===== config.mk =====
export PLATFORM = sky130hd
export DESIGN_NAME = addr_seq
export DESIGN_NICKNAME = d
export VERILOG_FILES = /design/src/design/cmd_mover_pkg.sv /design/src/design/addr_seq.sv
export VERILOG_INCLUDE_DIRS = /design/src /design/src/design
export SDC_FILE = /design/constraint.sdc
export NUM_CORES = 1
export LEC_CHECK = 0
export ABC_AREA = 1
export ABC_CLOCK_PERIOD_IN_PS = 2000
export BUFFER_PORTS_ARGS = -buffer_cell sky130_fd_sc_hd__buf_4
export CORE_ASPECT_RATIO = 1.75
export CORE_MARGIN = 3
export CORE_UTILIZATION = 35
export DETAILED_ROUTE_END_ITERATION = 16
export GPL_ROUTABILITY_DRIVEN = 0
export PLACE_DENSITY = 0.63
export SYNTH_ARGS = -nofsm -noshare
export SYNTH_HDL_FRONTEND = slang
export SYNTH_SLANG_ARGS = --single-unit

===== constraint.sdc =====
create_clock -name aclk -period 2 [get_ports aclk]
set_input_delay 0.1 -clock aclk [delete_from_list [all_inputs] [get_ports aclk]]
set_output_delay 0.1 -clock aclk [all_outputs]
set_load 0.01 [all_outputs]

===== src/design/cmd_mover_macros.svh =====
// Width and field position constants shared by the command mover blocks
`ifndef CMD_MOVER_MACROS_SVH
`define CMD_MOVER_MACROS_SVH

// Stream beat and memory word width
`define DATA_WIDTH 32

// Byte address width of the scratch memory (256 words)
`define MEM_ADDR_WIDTH 10

// Command word layout
// opcode in the top nibble, byte count below it
`define OP_POS 28
`define OP_SIZE 4
`define IMM_SIZE 28

`endif


===== src/design/cmd_mover_pkg.sv =====
// Shared types of the command mover for opcodes, parser states, words and channel payloads
`include "cmd_mover_macros.svh"

package cmd_mover_pkg;

    typedef logic [`DATA_WIDTH-1:0] word_t;
    typedef logic [`MEM_ADDR_WIDTH-1:0] mem_addr_t;

    // Byte count divided by four
    typedef logic [`IMM_SIZE-3:0] beat_count_t;

    typedef enum logic [`OP_SIZE-1:0] {
        OP_NOP    = 4'd0,
        OP_STORE  = 4'd1,
        OP_LOAD   = 4'd2,
        OP_MEMSET = 4'd3,
        OP_STREAM = 4'd4
    } opcode_e;

    typedef enum logic [2:0] {
        ST_IDLE,
        ST_COMMAND,
        ST_ADDR,
        ST_VALUE,
        ST_MOVE
    } parser_state_e;

    typedef struct packed {
        word_t data;
        logic  last;
    } stream_beat_t;

    typedef struct packed {
        mem_addr_t addr;
        word_t     data;
    } mem_wr_req_t;

endpackage


===== src/design/addr_seq.sv =====
// Address sequencer that steps word addresses through a burst and flags the last one
`timescale 1ns/1ns

module addr_seq
    import cmd_mover_pkg::*;
(
    input  logic        aclk,
    input  logic        resetn,
    input  logic        seq_load,
    input  mem_addr_t   seq_start,
    input  beat_count_t seq_beats,
    input  logic        seq_step,
    output mem_addr_t   seq_addr,
    output logic        seq_final
);

    mem_addr_t   cur_addr;
    beat_count_t remaining;

    // Current word address, low byte bits forced to zero
    always_ff @(posedge aclk)
    begin
        if (seq_load)
        begin
            cur_addr <= seq_start & ~mem_addr_t'(3);
        end
        else if (seq_step)
        begin
            cur_addr <= cur_addr + mem_addr_t'(4);
        end
    end

    // Requests still to be issued, including the current one
    always_ff @(posedge aclk)
    begin
        if (!resetn)
        begin
            remaining <= '0;
        end
        else if (seq_load)
        begin
            remaining <= seq_beats;
        end
        else if (seq_step)
        begin
            remaining <= remaining - beat_count_t'(1);
        end
    end

    assign seq_addr  = cur_addr;
    assign seq_final = (remaining == beat_count_t'(1));

    // The parser must stop stepping once the final address has gone out
    step_after_final: assert property (@(posedge aclk) disable iff (!resetn)
        seq_step |-> (remaining != '0));

endmodule


Yosys cells after proc, flatten, opt, wreduce, memory -nomap -nowiden. Index checks and enable logic that the tools add are counted. Widths: inputs -> output; s select.

Register bits: 36. Word-level logic and storage cells: 11.

$add $sub $neg: 2. Equality and inequality tests: 1. Mux-type cells: 4. Reductions and logical operators: 1.

Operators with widths (number): $mux 26 (2); $eq 26x1->1 const B (1); $sub 26x1->26 const B (1); $mux 10 (2); $add 10x3->10 const B (1); $reduce_bool 2->1 (1).

Depth between registers and ports, before layout.
Depth in word-level cells: 3. Depth in mapped cells: 10. Gate-level depth less buffers: 10.

Worst setup path before layout. No wires, ideal clock.

Path type: reg2reg. Start point: reg remaining[0]. End point: reg remaining[20]. Arrival time: 1.245 ns. Required time: 1.891 ns. Path slack: 0.646 ns. Cell stages (with the launch flop): 10. Path buffers: 0. Period minus slack after synthesis: 1.354 ns. Cells stage by stage: dfxtp_1 -> inv_1 -> ha_1 -> nand2_4 -> nor2_8 -> nand4_1 -> nand2_1 -> nand3_1 -> nand2_1 -> inv_1.

Longest elaborated chain between the ends: 3.

RTL lines: from (decl) (RTL line addr_seq.sv:18) `beat_count_t remaining;`; from (signal assigned) (RTL line addr_seq.sv:42) `remaining <= seq_beats;`; from (signal assigned) (RTL line addr_seq.sv:46) `remaining <= remaining - beat_count_t'(1);`; $sub 26x1->26 (RTL line addr_seq.sv:46); $mux 26 (RTL line addr_seq.sv:44) `else if (seq_step)`; $mux 26 (RTL line addr_seq.sv:40) `else if (seq_load)`.

Every way passes these cells. The select of a mux whose other input is x is not followed. A chain may end at the register's enable or synchronous reset.

Final worst setup path.
Start point: reg remaining[9]. End point: out seq_final.

Longest elaborated chain between the ends: 1.

RTL lines: $eq 26x1->1 (RTL line addr_seq.sv:51) `assign seq_final = (remaining == beat_count_t'(1));`; to (decl) (RTL line addr_seq.sv:14) `output logic seq_final`.

Every way passes these cells.

==> impl_metrics.csv <==
group,metric,value,unit
sta,finalHoldViolations,0,
floorplanning,die_height,113,um
route,vias_per_cell,5.05,
route,initialDrtViolationCount,79,
clocking,cts-root-buf,"clkbuf_8",
sta,drv_slew,0,
sta,setup_tns,0,ns
worst_hold_path,worstHoldStart,"resetn",
final_layout,syn2layout_area_growth,21.3,%
worst_setup_path,crit_type,"flip-flop to output pin",
sta,setup_viol,0,
clocking,cts_tree,"built",
worst_hold_path,hold_depth,3,
worst_setup_path,r2r_end,"remaining[24]$_SDFFE_PN0P_",
worst_setup_path,end_kind,"output pin",
route,antenna_left,0,
clocking,cts_buffer_depth,2,
pwr,ir_drop,347,uV
sta,skew,0.00376,ns
yosys,synth_area,2290,um2
final_layout,diodes,0,
floorplanning,start_util,0.365,
pwr,p_total,1.91,mW
final_layout,finalNonFillerCells,457,
sta,period_share,0.861,
worst_hold_path,hp-class,"input port to flip-flop",
final_layout,fill_cells,713,
grt,grt_antenna_before_repair,0,
yosys,netlist_instances,333,
clocking,htree_levels,2,
place,dp.cells,449,
clocking,post-cts-setup-buffers,0,
clocking,cts_repair_resize_count,0,
floorplanning,core,6280,um2
sta,fmax,581,MHz
yosys,syn_area_per_cell,6.88,um2
grt,track_usage,0.169,
sta,tightest_slew,0.702,ns
pwr,p_per_area,686,nW/um2
final_layout,drive_gt1_frac,0.202,
floorplanning,die_w,67.2,um
grt,grt_max_degree,44,
floorplanning,rows,38,
route,drt_wl_total,6.13,mm
flow_run,maxCapViolations,0,
floorplanning,io_pins,51,
route,firstDrtPassIters,4,
yosys,ys_seq_area_frac,0.332,
yosys,yosysWarnings,0,
worst_setup_path,rr_worst_depth,8,
yosys,yosysUniqueCellTypes,32,
worst_setup_path,worstPathRequired,1.90,ns
final_layout,fin_area,2780,um2
sta,slew_headroom,0.531,
worst_setup_path,start_kind,"flip-flop",
route,wire_per_inst,13.4,um
grt,first_global_vias,2166,
place,dp_hpwl,4.53,mm
worst_setup_path,crit_fanout,6,
grt,grt_overflow,0,
worst_hold_path,holdPathEnd,"remaining[9]$_SDFFE_PN0P_",
outcome,run_status,"finished, final reports clean",
place,place_ws,0.450,ns
clocking,cts.sinks,34,
route,via_count,2310,
place,port_buffers,46,
grt,grt_pass1_wl,9.95,mm
final_layout,fin_nets,419,
worst_setup_path,cp.arrival,1.62,ns
worst_setup_path,reg2reg_from,"remaining[0]$_SDFFE_PN0P_",
clocking,numCtsBuffers,5,
final_layout,utilization,0.443,
place,dpl-instance-area,2690,um2
clocking,cts_hold_buf,0,
pwr,p_leak,1.28,nW
clocking,clk_pin_slew,0.07,ns
sta,worst_hold_slack,0.0612,ns
clocking,clk_latency,0.29,ns
yosys,ys_seq_elements,34,
floorplanning,dieArea,7590,um2
sta,fin_crit,1.72,ns
route,drc,0,
sta,rsz0062_at_grt,"false",
sta,setup_ws,0.279,ns
worst_setup_path,regToRegSetupSlack,0.42,ns
-- routing by layer --
layer,track usage,wire length [um],up-vias
li1,-,-,1185
met1,0.184,2420,1067
met2,0.318,3320,53
met3,0.0288,317,5
met4,0.0488,75,0
met5,0,0,-
-- flip-flops by register name (all words and copies together) (netlist names) --
| signal | flops |
|---|---|
| remaining | 26 |
| seq_addr | 8 |
-- power breakdown --
group          switching [mW]  leakage, nW  internal (mW)  total (mW)
registers              0.0692        0.298          0.765       0.834
clock network           0.246       0.0455          0.281       0.527
logic                   0.327        0.933          0.220       0.547
total                   0.641         1.28           1.27        1.91
-- cell families (layout without fill, tap and decap cells) --
kind of cell	Yosys count	after routing	share of synthesized area
buf+inv	50	93	0.0890
fa+ha+maj	3	3	0.0164
flops	34	34	0.332
xor+xnor	11	11	0.0420
other cells	1	2	0.00164
compound gates	52	52	0.137
simple gates	182	182	0.382
-- area by class of cell --
type / count / area [um2] / area share
Multi-Input combinational cell: 250 / 1330 / 0.479
Sequential cell: 34 / 761 / 0.274
Inverter: 37 / 139 / 0.0499
Clock buffer: 8 / 90.1 / 0.0324
Timing Repair Buffer: 48 / 360 / 0.130
Tap cell: 80 / 100 / 0.0360
-- worst max path at each step --
stage                                          start                    endpoint  slack, ns  cells after the start
final                      remaining[9]$_SDFFE_PN0P_                   seq_final       0.28                      6
after CTS                 remaining[10]$_SDFFE_PN0P_                   seq_final       0.30                      6
after global routing       remaining[8]$_SDFFE_PN0P_                   seq_final       0.20                      6
after floorplan            remaining[0]$_SDFFE_PN0P_  remaining[20]$_SDFFE_PN0P_       0.65                      9
after global placement     remaining[0]$_SDFFE_PN0P_  remaining[24]$_SDFFE_PN0P_       0.46                      8
after detailed placement   remaining[0]$_SDFFE_PN0P_  remaining[24]$_SDFFE_PN0P_       0.45                      8
-- cell usage after synthesis --
library cell	number	share of area
xor2_1	10	0.038
xnor2_1	1	0.0038
buf_1	1	0.0016
conb_1	1	0.0016
a21oi_1	19	0.041
edfxtp_1	8	0.10
and2_1	1	0.0027
nor2_1	38	0.062
buf_2	7	0.015
inv_1	35	0.057
o31ai_1	1	0.0033
buf_4	2	0.0065
clkbuf_1	3	0.0049
nand2_1	79	0.13
nor2_2	7	0.019
o21ai_1	1	0.0022
nand3_1	30	0.066
nor2_4	5	0.025
nand3_4	1	0.0076
o211ai_1	1	0.0033
ha_1	3	0.016
a22oi_1	17	0.056
nand3b_1	1	0.0033
nand2_4	1	0.0049
nor3_1	2	0.0044
inv_2	2	0.0033
a31oi_1	5	0.014
nor2_8	2	0.017
nand2_2	4	0.011
dfxtp_1	26	0.23
nand4_1	11	0.030
o21ai_0	8	0.017
-- cells in the final DEF (no fill, tap or decap) --
| master | count |
|---|---|
| a22oi_1 | 17 |
| clkbuf_8 | 6 |
| edfxtp_1 | 8 |
| nand3_4 | 1 |
| a21oi_1 | 19 |
| inv_1 | 35 |
| o31ai_1 | 1 |
| conb_1 | 2 |
| inv_2 | 2 |
| nor2_2 | 7 |
| buf_4 | 48 |
| nand2_4 | 1 |
| o21ai_0 | 8 |
| nand2_1 | 79 |
| nor2_4 | 5 |
| nand3_1 | 30 |
| xnor2_1 | 1 |
| a31oi_1 | 5 |
| clkbuf_1 | 2 |
| o211ai_1 | 1 |
| nor2_1 | 38 |
| nand2_2 | 4 |
| nand4_1 | 11 |
| ha_1 | 3 |
| dfxtp_1 | 26 |
| xor2_1 | 10 |
| and2_1 | 1 |
| nor3_1 | 2 |
| nor2_8 | 2 |
| o21ai_1 | 1 |
| nand3b_1 | 1 |
-- critical path, cell delays in order (launching register included) --
cell     delay (ns)
dfxtp_1        0.39
nor2_1         0.18
nand2_1        0.11
nor2_4         0.15
nand3_1        0.13
nor3_1         0.21
buf_4          0.17
(Power assumes the default switching activity.)
