### config.mk
export PLATFORM = sky130hd
export DESIGN_NAME = cmd_parser
export DESIGN_NICKNAME = d
export VERILOG_FILES = /design/src/design/cmd_mover_pkg.sv /design/src/design/cmd_parser.sv
export VERILOG_INCLUDE_DIRS = /design/src /design/src/design
export SDC_FILE = /design/constraint.sdc
export NUM_CORES = 1
export LEC_CHECK = 0
export ABC_AREA = 1
export BUFFER_PORTS_ARGS = -buffer_cell sky130_fd_sc_hd__buf_2
export CORE_ASPECT_RATIO = 1.1
export CORE_MARGIN = 5
export CORE_UTILIZATION = 55
export CTS_BUF_LIST = sky130_fd_sc_hd__clkbuf_4
export DETAILED_ROUTE_END_ITERATION = 8
export PLACE_DENSITY = 0.89
export SYNTH_ARGS = -nofsm -noshare
export SYNTH_HDL_FRONTEND = slang
export SYNTH_SLANG_ARGS = --single-unit
### constraint.sdc
create_clock -name aclk -period 8.3 [get_ports aclk]
set_input_delay 2.49 -clock aclk [delete_from_list [all_inputs] [get_ports aclk]]
set_output_delay 2.49 -clock aclk [all_outputs]
set_load 0.05 [all_outputs]
### src/design/cmd_mover_macros.svh
// Width and field position constants shared by the command mover blocks
`ifndef CMD_MOVER_MACROS_SVH
`define CMD_MOVER_MACROS_SVH

// Stream beat and memory word width
`define DATA_WIDTH 32

// Byte address width of the scratch memory (256 words)
`define MEM_ADDR_WIDTH 10

// Command word layout
// opcode in the top nibble, byte count below it
`define OP_POS 28
`define OP_SIZE 4
`define IMM_SIZE 28

`endif

### src/design/cmd_mover_pkg.sv
// Shared types of the command mover for opcodes, parser states, words and channel payloads
`include "cmd_mover_macros.svh"

package cmd_mover_pkg;

    typedef logic [`DATA_WIDTH-1:0] word_t;
    typedef logic [`MEM_ADDR_WIDTH-1:0] mem_addr_t;

    // Byte count divided by four
    typedef logic [`IMM_SIZE-3:0] beat_count_t;

    typedef enum logic [`OP_SIZE-1:0] {
        OP_NOP    = 4'd0,
        OP_STORE  = 4'd1,
        OP_LOAD   = 4'd2,
        OP_MEMSET = 4'd3,
        OP_STREAM = 4'd4
    } opcode_e;

    typedef enum logic [2:0] {
        ST_IDLE,
        ST_COMMAND,
        ST_ADDR,
        ST_VALUE,
        ST_MOVE
    } parser_state_e;

    typedef struct packed {
        word_t data;
        logic  last;
    } stream_beat_t;

    typedef struct packed {
        mem_addr_t addr;
        word_t     data;
    } mem_wr_req_t;

endpackage

### src/design/cmd_parser.sv
// Command parser that decodes command words and moves beats between stream, memory and output
`timescale 1ns/1ns
`include "cmd_mover_macros.svh"

module cmd_parser
    import cmd_mover_pkg::*;
(
    input  logic         aclk,
    input  logic         resetn,

    input  logic         in_valid,
    output logic         in_ready,
    input  stream_beat_t in_beat,

    output logic         out_valid,
    input  logic         out_ready,
    output stream_beat_t out_beat,

    output logic         wr_valid,
    input  logic         wr_ready,
    output mem_wr_req_t  wr_req,

    output logic         rd_valid,
    input  logic         rd_ready,
    output mem_addr_t    rd_addr,

    input  logic         rsp_valid,
    output logic         rsp_ready,
    input  word_t        rsp_data,

    output logic         seq_load,
    output mem_addr_t    seq_start,
    output beat_count_t  seq_beats,
    output logic         seq_step,
    input  mem_addr_t    seq_addr,
    input  logic         seq_final
);

    parser_state_e state;
    opcode_e       opcode;
    beat_count_t   beats_left;
    word_t         fill_value;
    logic          issue_done;

    opcode_e       cmd_op;
    beat_count_t   cmd_beats;
    logic          in_xfer;
    logic          move_active;
    logic          src_valid;
    word_t         src_data;
    logic          to_output;
    logic          to_memory;
    logic          out_slot_free;
    logic          sink_ready;
    logic          take;
    logic          out_load;

    // Command word fields
    assign cmd_op    = opcode_e'(in_beat.data[`OP_POS +: `OP_SIZE]);
    assign cmd_beats = in_beat.data[`IMM_SIZE-1:2];

    assign in_xfer       = in_valid && in_ready;
    assign move_active   = (state == ST_MOVE) && (beats_left != '0);
    assign out_slot_free = !out_valid || out_ready;

    // Source and sink selection per opcode
    always_comb
    begin
        src_valid = 1'b0;
        src_data  = in_beat.data;
        to_output = 1'b0;
        to_memory = 1'b0;
        case (opcode)
            OP_STREAM:
            begin
                src_valid = in_valid;
                to_output = 1'b1;
            end
            OP_STORE:
            begin
                src_valid = in_valid;
                to_memory = 1'b1;
            end
            OP_MEMSET:
            begin
                src_valid = 1'b1;
                src_data  = fill_value;
                to_memory = 1'b1;
            end
            OP_LOAD:
            begin
                src_valid = rsp_valid;
                src_data  = rsp_data;
                to_output = 1'b1;
            end
            default:
            begin
                src_valid = 1'b0;
            end
        endcase
    end

    assign sink_ready = to_output ? out_slot_free : (to_memory && wr_ready);
    assign take       = move_active && src_valid && sink_ready;
    assign out_load   = take && to_output;

    // Command and parameter words are taken whenever the parser waits for one
    always_comb
    begin
        case (state)
            ST_COMMAND, ST_ADDR, ST_VALUE:
            begin
                in_ready = 1'b1;
            end
            ST_MOVE:
            begin
                in_ready = move_active && sink_ready &&
                           ((opcode == OP_STREAM) || (opcode == OP_STORE));
            end
            default:
            begin
                in_ready = 1'b0;
            end
        endcase
    end

    assign rsp_ready = move_active && (opcode == OP_LOAD) && sink_ready;

    assign wr_valid    = move_active && to_memory && src_valid;
    assign wr_req.addr = seq_addr;
    assign wr_req.data = src_data;

    // Read issue runs ahead of the response count
    assign rd_valid = (state == ST_MOVE) && (opcode == OP_LOAD) && !issue_done;
    assign rd_addr  = seq_addr;

    assign seq_load  = (state == ST_ADDR) && in_xfer;
    assign seq_start = in_beat.data[`MEM_ADDR_WIDTH-1:0];
    assign seq_beats = beats_left;
    assign seq_step  = (wr_valid && wr_ready) || (rd_valid && rd_ready);

    always_ff @(posedge aclk)
    begin
        if (!resetn)
        begin
            state      <= ST_IDLE;
            opcode     <= OP_NOP;
            beats_left <= '0;
            issue_done <= 1'b1;
        end
        else
        begin
            case (state)
                ST_IDLE:
                begin
                    state <= ST_COMMAND;
                end
                ST_COMMAND:
                begin
                    if (in_xfer)
                    begin
                        opcode     <= cmd_op;
                        beats_left <= cmd_beats;
                        case (cmd_op)
                            OP_STORE, OP_LOAD, OP_MEMSET: state <= ST_ADDR;
                            OP_STREAM:                    state <= ST_MOVE;
                            default:                      state <= ST_IDLE;
                        endcase
                    end
                end
                ST_ADDR:
                begin
                    if (in_xfer)
                    begin
                        // Nothing to read for an empty range
                        issue_done <= (beats_left == '0);
                        state      <= (opcode == OP_MEMSET) ? ST_VALUE : ST_MOVE;
                    end
                end
                ST_VALUE:
                begin
                    if (in_xfer)
                    begin
                        state <= ST_MOVE;
                    end
                end
                ST_MOVE:
                begin
                    if (take)
                    begin
                        beats_left <= beats_left - beat_count_t'(1);
                    end
                    if (rd_valid && rd_ready && seq_final)
                    begin
                        issue_done <= 1'b1;
                    end
                    // Done once every beat has left the output register
                    if ((beats_left == '0) && out_slot_free)
                    begin
                        state <= ST_IDLE;
                    end
                end
                default:
                begin
                    state <= ST_IDLE;
                end
            endcase
        end
    end

    // MEMSET fill value
    always_ff @(posedge aclk)
    begin
        if ((state == ST_VALUE) && in_xfer)
        begin
            fill_value <= in_beat.data;
        end
    end

    // One-entry output register
    always_ff @(posedge aclk)
    begin
        if (!resetn)
        begin
            out_valid <= 1'b0;
        end
        else if (out_load)
        begin
            out_valid <= 1'b1;
        end
        else if (out_ready)
        begin
            out_valid <= 1'b0;
        end
    end

    always_ff @(posedge aclk)
    begin
        if (out_load)
        begin
            out_beat.data <= src_data;
            out_beat.last <= (beats_left == beat_count_t'(1));
        end
    end

    out_hold_stable: assert property (@(posedge aclk) disable iff (!resetn)
        out_valid && !out_ready |=> out_valid && $stable(out_beat));

    wr_rd_exclusive: assert property (@(posedge aclk) disable iff (!resetn)
        !(wr_valid && rd_valid));

endmodule

# Word-level counts from Yosys, hierarchy flattened
# Cells that the tools add are included.
# word_totals
register_bits	100
input_bits	83
out_inout_bits	128
elab_cells	89
# op_classes
n_mux	21
n_reduce_logical	40
addsub	1
eq_ne	19
# ops
operator	n
32-bit one-hot mux with 2 select lines	1
26-bit 2-to-1 mux	2
26-bit one-hot mux with 2 select lines	1
26-bit by 1-bit == test with 1-bit output (second input constant)	1
26-bit logical NOT	1
26-bit nonzero test	1
26-bit by 1-bit subtractor with 26-bit output (second input constant)	1
1-bit logical AND	20
4-bit by 2-bit == test with 1-bit output (second input constant)	4
3-bit 2-to-1 mux	5
3-bit one-hot mux with 5 select lines	1
4-bit by 1-bit == test with 1-bit output (second input constant)	2
4-bit by 3-bit == test with 1-bit output (second input constant)	2
2-bit != test (second input constant)	4
1-bit 2-to-1 mux	7
3-bit by 2-bit == test with 1-bit output (second input constant)	2
3-bit one-hot mux with 2 select lines	1
3-bit AND reduction	2
2-bit nonzero test	3
2-bit OR reduction	3
3-bit OR reduction	2
2-bit by 1-bit != test with 1-bit output (second input constant)	2
1-bit one-hot mux with 2 select lines	2
4-bit AND reduction	1
other kinds (7)	10

# Logic depth before layout (Yosys ltp)
# Gate-level depths: netlist (run 1).
# logic_depth
word_depth	11
mapped_depth	13
mapped_depth_nobuf	12

# Worst setup path after synthesis (run 1)
# OpenSTA, ideal clock, no wires.
# synth_timing
path_kind	input -> output
from	in rsp_valid
to	out seq_step
required_time_ns	5.810
path_slack_ns	1.896
path_buffers	0
arrival_ns	3.914
cell_stages	6
cell_sequence	nor2_1 -> o21ai_2 -> nand2_1 -> nor2_1 -> nand2_1 -> nand2_1
# synth_between
elab_chain_cells	4
# synth_lines
element	line_no	text
start: declaration	cmd_parser.sv:27	input logic rsp_valid,
1-bit one-hot mux with 3 select lines	cmd_parser.sv:73	case (opcode)
1-bit logical AND	cmd_parser.sv:129	assign wr_valid = move_active && to_memory && src_valid;
via wr_valid	cmd_parser.sv:19	output logic wr_valid,
1-bit logical AND	cmd_parser.sv:140	assign seq_step = (wr_valid && wr_ready) || (rd_valid && rd_ready);
1-bit logical OR	cmd_parser.sv:140	
end: declaration	cmd_parser.sv:34	output logic seq_step,
# The timed path passes the listed nets, and every way through them passes these cells.

# Worst setup path in the final report (run 1)
# layout_timing
from	in wr_ready
to	out in_ready
# layout_between
elab_chain_cells	5
# layout_lines
element	line_no	text
start: declaration	cmd_parser.sv:20	input logic wr_ready,
1-bit logical AND	cmd_parser.sv:103	assign sink_ready = to_output ? out_slot_free : (to_memory && wr_ready);
1-bit 2-to-1 mux	cmd_parser.sv:103	
1-bit logical AND (2 in series)	cmd_parser.sv:117	in_ready = move_active && sink_ready &&
1-bit one-hot mux with 2 select lines	cmd_parser.sv:110	case (state)
end: declaration	cmd_parser.sv:12	output logic in_ready,
# No other way between the ends.

==> reports/results.ini, run 1 <==
[clocking]
htreeDepth=3
cts_made_buffers=9
clk_pin_slew_ns=0.18
cts-root-buf=clkbuf_4
cts.sinks=100
cts_hold_buf=0
clk_path_buf_depth=2
cts_repair_resize_count=0
post_cts_buffers=0
tritoncts=built
clk-insertion-delay-late_ns=0.46

[drt]
drtIter0Drc=503
dr_total_vias=5063
routed_wl_um=14540
dr.pass1.iters=6
via_per_inst=5.302
wire_per_inst_um=15.22
postRouteAntennaNets=0
drc=0

[pwr]
power-per-cell-area_nw_per_um2=326.2
ir_drop_mv=0.2099
power_mw=2.048
leakage_nw=3.016

[critical_path]
cp.required_ns=5.81
critPathKind=primary input to primary output
critPathSlowestCell=buf_2
worstPathArrival_ns=3.51
path_max_fanout=2
cp-end-kind=primary output
crit_buf_inv=3
cpLargestDelayFamily=buffers and inverters
path_cells=buf_2, nand3_1, nand3_1, nand2_1, inv_2, nand2_1, a21oi_1, o21bai_1, buf_2
max_stage_delay_ns=0.28
crit_path_start_kind=primary input

[synthesis]
syn_area_um2=5423
synth-seq-area-share_pct=48.92
ys.warnings.count=0
synth_top_area_share_pct=35.99
synth.distinct_cells=40
ys_seq_elements=100
postSynthAreaPerCell_um2=7.859
synthesis.nets=775
synthArstFlopShare_pct=0
syn-instance-count=690
yosys_most_used_dff=edfxtp_1
synth.area.top_cells=edfxtp_1 (36%), nand2_1 (15%), dfxtp_1 (13%)
synth_edf_count=65
yosysTopAreaCell=edfxtp_1

[timing]
slew_violations=0
fin_ws_ns=2.304
holdWs_ns=0.5124
finalCriticalPeriod_ns=5.996
finalHoldViolations=0
setup_violations=0
worstMarginPinSlew_ns=1.030
skew_ns=0.03088
slew_headroom_pct=31.14
fmax_ghz=0.1668
period_share_pct=72.25
finalSetupTns_ns=0
rsz0062_at_grt=no

[final_layout]
fillers=844
drive_above_1_share_pct=27.82
finalInstanceArea_um2=6277
num-nets-final=914
area_growth_pct=15.76

[placed_design]
port_buffers=179
dp_hpwl_um=10750
dpl-instance-area_um2=6150
post-place-ws_ns=2.317
gp_congestion=0.9226

[worst_hold_path]
hold_path.class=flip-flop to flip-flop

[global_routing]
grt_pass1_vias=4653
antenna_found_initial=1
grt_start_max_net_pins=35
track_usage_pct=23.56
grt-ovfl-total=0
grt_pass1_wl_um=22920

[die]
rows=38
core_um2=9747
dieArea_um2=11950
start_util_pct=55.64
die_w_um=104.7
die_h_um=114.1
io_pins=211

[status]
status=completed

[run]
drv_cap=0

==> worst register-to-register path: stages, from the launching register on <==
cell and delay (ns):
dfxtp_1 0.51, inv_1 0.10, ha_1 0.28, nand2_2 0.14, nor2_4 0.06, nand2_4 0.11
nor2_8 0.05, nor2_4 0.12, nand3_4 0.27, nor2_4 0.87
==> per-stage QoR <==
step | util [%] | instances
2_1_floorplan | - | 690
3_3_place_gp | 63.09 | 938
3_5_place_dp | 63.09 | 938
4_1_cts | 64.38 | 954
5_1_grt | 64.40 | 955
6_report | 64.40 | 955
==> cells by family (layout without fill, tap and decap cells) <==
group | count (synthesis) | after routing | share of synthesized area [%]
buf+inv | 100 | 244 | 9.714
fa+ha+maj | 2 | 2 | 0.4614
other cells | 0 | 1 | 0
mux | 1 | 1 | 0.1846
simple gates | 436 | 436 | 35.21
compound gates | 47 | 47 | 4.869
flops | 100 | 100 | 48.92
xor+xnor | 4 | 4 | 0.6460
==> cell usage in the layout (no fill, tap or decap), types with 2 or more instances in the layout <==
master	count
nand3_1	74
nand2_2	4
nand2_1	221
clkbuf_4	9
buf_4	3
nor2_4	5
nor4_1	2
a21oi_1	13
clkinv_4	2
nor2_2	13
buf_2	179
o21ai_1	2
inv_2	2
nor2_1	96
nand3b_1	4
nand3_2	2
dfxtp_1	35
xor2_1	4
inv_1	43
a31oi_1	3
inv_6	2
ha_1	2
o21ai_0	20
nand2_4	2
nand4_1	8
o21bai_1	3
edfxtp_1	65
==> final timing paths <==
kind                                   start            to  slack [ns]  cells past startpoint
worst min-delay path              issue_done    issue_done        0.51                      2
worst min register to register    issue_done    issue_done        0.51                      2
worst max-delay path                wr_ready      in_ready        2.30                      9
worst max register to register  seq_beats[0]  out_beat[19]        5.38                      9
==> state kept, by name, summed over array words and instances (netlist names) <==
signal / cells
fill_value: 32
out_beat: 33
issue_done: 1
seq_beats: 26
opcode: 4
state: 3
out_valid: 1
==> routing by layer <==
layer / wire [um] / GRT usage [%] / vias up / share of wire [%]
li1: - / - / 2492 / -
met1: 6143 / 31.59 / 2294 / 42
met2: 6891 / 38.45 / 250 / 47
met3: 1219 / 3.892 / 27 / 8.4
met4: 281 / 9.378 / 0 / 1.9
met5: 0 / 0 / - / 0
==> power by group <==
| part | total (mW) | switching (mW) | internal (mW) |
|---|---|---|---|
| sequential | 0.660 | 0.0663 | 0.593 |
| combinational | 1.14 | 0.839 | 0.302 |
| clock | 0.246 | 0.180 | 0.0662 |
| total | 2.05 | 1.09 | 0.962 |
==> synthesized netlist by cell type (2+ instances only) <==
library cell,count
clkbuf_1,16
dfxtp_1,35
inv_1,43
o21ai_0,20
o21ai_1,2
nand3_2,2
nor4_1,2
nand2_1,221
nor2_4,4
nor2_2,12
a21oi_1,13
nand2_2,4
nand2_4,2
edfxtp_1,65
nor2_1,98
nand3b_1,4
nand4_1,8
inv_2,2
buf_4,31
xor2_1,4
buf_6,4
o21bai_1,3
ha_1,2
nand3_1,74
buf_2,2
a31oi_1,3
==> area by class of cell <==
| type | count | area (um^2) | area share (%) |
|---|---|---|---|
| timing repair buffer | 182 | 918.4 | 14.63 |
| clock inverter | 7 | 57.56 | 0.9169 |
| sequential | 100 | 2653 | 42.26 |
| tap | 120 | 150.1 | 2.392 |
| inverter | 46 | 175.2 | 2.791 |
| clock buffer | 9 | 67.56 | 1.076 |
| multi-input combinational | 490 | 2253 | 35.90 |
| antenna | 1 | 2.502 | 0.03986 |
No activity file was read; power rests on OpenSTA's default activity.
==> inputs of run 2 (changes only) <==
--- a/config.mk
+++ b/config.mk
@@ -10,10 +10,10 @@
 export BUFFER_PORTS_ARGS = -buffer_cell sky130_fd_sc_hd__buf_2
 export CORE_ASPECT_RATIO = 1.1
 export CORE_MARGIN = 5
-export CORE_UTILIZATION = 55
+export CORE_UTILIZATION = 46
 export CTS_BUF_LIST = sky130_fd_sc_hd__clkbuf_4
 export DETAILED_ROUTE_END_ITERATION = 8
-export PLACE_DENSITY = 0.89
+export PLACE_DENSITY = 0.79
 export SYNTH_ARGS = -nofsm -noshare
 export SYNTH_HDL_FRONTEND = slang
 export SYNTH_SLANG_ARGS = --single-unit
==> constraint.sdc (replaced) <==
create_clock -name aclk -period 4.9 [get_ports aclk]
set_input_delay 1.47 -clock aclk [delete_from_list [all_inputs] [get_ports aclk]]
set_output_delay 1.47 -clock aclk [all_outputs]
set_load 0.05 [all_outputs]
==> reports/results.ini, run 2 (same netlist as run 1, synthesis figures left out) <==
[status]
status=completed

[pwr]
ir_drop_mv=0.3044  ; +45%
power-per-cell-area_nw_per_um2=558.2  ; +71%
leakage_nw=3.038  ; +0.72%

[critical_path]
worstPathArrival_ns=2.53  ; -0.98 ns
path_max_fanout=3  ; +1
cp-end-kind=primary output
cp.required_ns=3.43  ; -2.38 ns
crit_path_start_kind=primary input
critPathKind=primary input to primary output

[clocking]
cts-root-buf=clkbuf_4
tritoncts=built
clk_pin_slew_ns=0.16  ; -0.02 ns
htreeDepth=3  ; unchanged
cts_hold_buf=0  ; unchanged
cts_repair_resize_count=0  ; unchanged
clk_path_buf_depth=2  ; unchanged
clk-insertion-delay-late_ns=0.46  ; about the same
cts.sinks=100  ; unchanged
cts_made_buffers=9  ; unchanged
post_cts_buffers=0  ; unchanged

[die]
dieArea_um2=14060  ; +18%
io_pins=211  ; unchanged
die_h_um=123.9  ; +8.5%
rows=41  ; +7.9%
start_util_pct=47.19  ; -8.4 points
core_um2=11490  ; +18%
die_w_um=113.5  ; +8.4%

[global_routing]
grt-ovfl-total=0  ; unchanged
antenna_found_initial=1  ; unchanged
track_usage_pct=20.56  ; -3.0 points
grt_pass1_vias=4623  ; -0.64%
grt_pass1_wl_um=23000  ; +0.33%
grt_start_max_net_pins=35  ; unchanged

[placed_design]
gp_congestion=0.9028  ; -2.1%
port_buffers=179  ; unchanged
post-place-ws_ns=0.9129  ; -1.404 ns
dp_hpwl_um=11110  ; +3.3%

[timing]
period_share_pct=81.60
slew_violations=0  ; unchanged
slew_headroom_pct=30.24  ; -0.90 points
rsz0062_at_grt=no
finalHoldViolations=0  ; unchanged
fin_ws_ns=0.9018  ; -1.402 ns
skew_ns=0.02000  ; -0.01088 ns
setup_violations=0  ; unchanged
worstMarginPinSlew_ns=1.044  ; +0.01348 ns
fmax_ghz=0.2501
finalCriticalPeriod_ns=3.998
finalSetupTns_ns=0  ; unchanged
holdWs_ns=0.5141  ; +0.001747 ns

[drt]
wire_per_inst_um=15.08  ; -0.93%
postRouteAntennaNets=0  ; unchanged
routed_wl_um=14870  ; +2.3%
drtIter0Drc=321  ; -36%
via_per_inst=5.090  ; -4.0%
dr_total_vias=5019  ; -0.87%
dr.pass1.iters=7  ; +1
drc=0  ; unchanged

[final_layout]
mostFrequentLayoutCell=nand2_1
area_growth_pct=17.33
drive_above_1_share_pct=28.02  ; +0.21 points
top_register=out_beat
largest_reg_flops=33  ; unchanged
layout_common_cells=nand2_1 (221), buf_2 (179), nor2_1 (96)
num-nets-final=915  ; +0.11%

[worst_hold_path]
hold_path.class=flip-flop to flip-flop

[run]
drv_cap=0  ; unchanged

-- run 2: layer usage --
metal / track usage, % / wire length, um / share of wire, %
met5: 0 / 0 / 0
met2: 34.17 / 7115 / 48
met4: 6.687 / 280 / 1.9
met1: 26.33 / 6348 / 43
met3: 5.248 / 1124 / 7.6
-- run 2: per-stage QoR --
stage / power, mW / std cells / utilization (%) / cell area, um^2
after floorplan: 2.686 / 690 / - / 5423
after global placement: 3.032 / 969 / 53.91 / 6195
after detailed placement: 3.058 / 969 / 53.91 / 6195
after CTS: 3.554 / 985 / 55.35 / 6360
after global routing: 3.814 / 986 / 55.37 / 6362
final: 3.551 / 986 / 55.37 / 6362
-- run 2: path summary, 6_finish.rpt --
| path | start | end | slack (ns) | depth (start not counted) |
|---|---|---|---|---|
| setup / recovery | out_ready | in_ready | 0.90 | 9 |
| hold / removal | issue_done | issue_done | 0.51 | 2 |
| setup reg to reg | seq_beats[0] | out_beat[12] | 1.95 | 9 |
| hold reg to reg | issue_done | issue_done | 0.51 | 2 |
-- run 2: area by class of cell --
| type | instances | area (um^2) |
|---|---|---|
| Inverter | 46 | 175.2 |
| Antenna cell | 1 | 2.502 |
| Timing Repair Buffer | 183 | 925.9 |
| Tap cell | 150 | 187.7 |
| Clock buffer | 9 | 67.56 |
| Sequential cell | 100 | 2653 |
| Clock inverter | 7 | 97.59 |
| Multi-Input combinational cell | 490 | 2253 |
| Fill cell | 1121 | 5129 |
-- run 2: worst max-delay path, cell delays in order --
cell      delay, ns
buf_2          0.09
nor2_1         0.25
nand2_1        0.09
nand2_1        0.08
inv_2          0.05
nand2_1        0.08
a21oi_1        0.05
o21bai_1       0.15
buf_2          0.21
-- run 2: power breakdown --
part	internal (mW)	switching, mW
registers	1.01	0.112
logic	0.516	1.42
clock network	0.210	0.288
total	1.73	1.82
==> inputs of run 3 (changes only) <==
--- a/config.mk
+++ b/config.mk
@@ -10,10 +10,10 @@
 export BUFFER_PORTS_ARGS = -buffer_cell sky130_fd_sc_hd__buf_2
 export CORE_ASPECT_RATIO = 1.1
 export CORE_MARGIN = 5
-export CORE_UTILIZATION = 46
+export CORE_UTILIZATION = 51
 export CTS_BUF_LIST = sky130_fd_sc_hd__clkbuf_4
 export DETAILED_ROUTE_END_ITERATION = 8
-export PLACE_DENSITY = 0.79
+export PLACE_DENSITY = 0.83
 export SYNTH_ARGS = -nofsm -noshare
 export SYNTH_HDL_FRONTEND = slang
 export SYNTH_SLANG_ARGS = --single-unit
==> constraint.sdc (replaced) <==
create_clock -name aclk -period 4.1 [get_ports aclk]
set_input_delay 1.23 -clock aclk [delete_from_list [all_inputs] [get_ports aclk]]
set_output_delay 1.23 -clock aclk [all_outputs]
set_load 0.05 [all_outputs]
==> reports/results.ini, run 3 (same netlist as run 1, synthesis figures left out) <==
[placed_design]
port_buffers=179  ; unchanged
dpl-instance-area_um2=6208  ; +0.22%
gp_congestion=0.9196  ; +1.9%
dp_hpwl_um=10970  ; -1.2%
post-place-ws_ns=0.6568  ; -0.2561 ns
dp.cells=965  ; -0.41%

[pwr]
power_mw=4.299  ; +21%
clockPowerShare_pct=15.2  ; +1.2 points
power-per-cell-area_nw_per_um2=672.0  ; +20%
comb_power_share_pct=53.8  ; -0.7 points
leakage_nw=3.069  ; +1.0%
p_int_mw=2.141  ; +24%
ir_drop_mv=0.3752  ; +23%
seqPwrFrac_pct=31.0  ; -0.5 points
switching_power_mw=2.158  ; +19%
swShare_pct=50.20  ; -1.1 points

[final_layout]
largest_reg_flops=33  ; unchanged
mostFrequentLayoutCell=nand2_1
finalInstanceArea_um2=6397  ; +0.55%
fin_util_pct=61.55  ; +6.2 points
num-nets-final=918  ; +0.33%
instances_no_fill=982  ; -0.41%
area_growth_pct=17.97
drive_above_1_share_pct=28.16  ; +0.14 points
top_register=out_beat
layout_common_cells=nand2_1 (221), buf_2 (179), nor2_1 (96)

[clocking]
post_cts_buffers=0  ; unchanged
cts_made_buffers=9  ; unchanged
htreeDepth=3  ; unchanged
clk-insertion-delay-late_ns=0.45  ; about the same
clk_pin_slew_ns=0.16  ; about the same
cts_hold_buf=0  ; unchanged
clk_path_buf_depth=2  ; unchanged
cts_repair_resize_count=0  ; unchanged
tritoncts=built
cts.sinks=100  ; unchanged
cts-root-buf=clkbuf_4

[timing]
slew_violations=0  ; unchanged
skew_ns=0.02131  ; +0.001302 ns
finalSetupTns_ns=0  ; unchanged
period_share_pct=89.57
finalCriticalPeriod_ns=3.672
finalHoldViolations=0  ; unchanged
slew_headroom_pct=56.23  ; +26 points
fin_ws_ns=0.4277  ; -0.4740 ns
rsz0062_at_grt=no
holdWs_ns=0.5179  ; +0.003779 ns
fmax_ghz=0.2723
setup_violations=0  ; unchanged
worstMarginPinSlew_ns=0.6565  ; -0.3874 ns

[global_routing]
grt_pass1_wl_um=22860  ; -0.60%
track_usage_pct=22.16  ; +1.6 points
grt_pass1_vias=4596  ; -0.58%
grt_start_max_net_pins=35  ; unchanged
antenna_found_initial=1  ; unchanged
grt-ovfl-total=0  ; unchanged

[die]
core_um2=10390  ; -9.5%
rows=39  ; -4.9%
dieArea_um2=12800  ; -9.0%
die_w_um=108.3  ; -4.6%
die_h_um=118.2  ; -4.6%
start_util_pct=52.17  ; +5.0 points
io_pins=211  ; unchanged

[worst_hold_path]
hold_depth=2  ; unchanged
hold_path.class=flip-flop to flip-flop

[critical_path]
path_max_fanout=7  ; +4
cp-end-kind=primary output
r2r_cells=10  ; +1
cp.required_ns=2.87  ; -0.56 ns
worstPathArrival_ns=2.44  ; -0.09 ns
critPathKind=flip-flop to primary output
crit_path_start_kind=flip-flop

[run]
drv_cap=0  ; unchanged

[drt]
drtIter0Drc=438  ; +36%
routed_wl_um=14420  ; -3.0%
dr_total_vias=5000  ; -0.38%
wire_per_inst_um=14.69  ; -2.6%
postRouteAntennaNets=0  ; unchanged
dr.pass1.iters=5  ; -2
via_per_inst=5.092  ; about the same
drc=0  ; unchanged

[status]
status=completed

==> run 3: changes by cell type in the layout (fill, tap and decap cells not counted) <==
cell,delta
buf_4,+3
clkinvlp_4,-2
bufinv_16,+1
clkbuf_4,+1
clkinv_1,+1
clkinv_2,-1
==> run 3: worst paths after layout <==
check	start	end	slack, ns
worst max-delay path	seq_beats[0]	in_ready	0.43
worst min register to register	opcode[3]	opcode[3]	0.52
worst min-delay path	opcode[3]	opcode[3]	0.52
worst max register to register	seq_beats[0]	out_beat[11]	1.50
==> run 3: critical path, stage by stage (launching register included) <==
cell,delay (ns)
dfxtp_1,0.50
inv_1,0.10
ha_1,0.28
nand2_2,0.14
nor2_4,0.06
nand2_4,0.11
nor2_8,0.05
nor2_4,0.13
nand2_1,0.09
a21oi_1,0.13
o21bai_1,0.13
buf_2,0.28
==> run 3: power groups by stage <==
| stage | Combinational [mW] | Clock, mW | Sequential (mW) |
|---|---|---|---|
| CTS | 2.31 | 0.663 | 1.33 |
| global placement | 2.26 | 0 | 1.35 |
| global route | 2.55 | 0.715 | 1.35 |
| floorplan | 1.65 | 0 | 1.56 |
| detailed placement | 2.30 | 0 | 1.35 |
| finish | 2.31 | 0.653 | 1.33 |
==> run 3: layer usage <==
| metal | global-route usage [%] | share of wire, % | vias up |
|---|---|---|---|
| met5 | 0 | 0 | - |
| met2 | 35.61 | 48 | 213 |
| met4 | 9.392 | 1.6 | 0 |
| li1 | - | - | 2510 |
| met1 | 29.80 | 42 | 2256 |
| met3 | 3.272 | 8.5 | 21 |
==> run 3: area by class of cell <==
| class | instances | area (um^2) |
|---|---|---|
| Timing Repair Buffer | 186 | 948.4 |
| Tap cell | 143 | 178.9 |
| Sequential cell | 100 | 2653 |
| Clock buffer | 10 | 75.07 |
| Multi-Input combinational cell | 490 | 2253 |
| Inverter | 46 | 175.2 |
| Clock inverter | 6 | 111.4 |
| Fill cell | 951 | 3996 |
| Antenna cell | 1 | 2.502 |
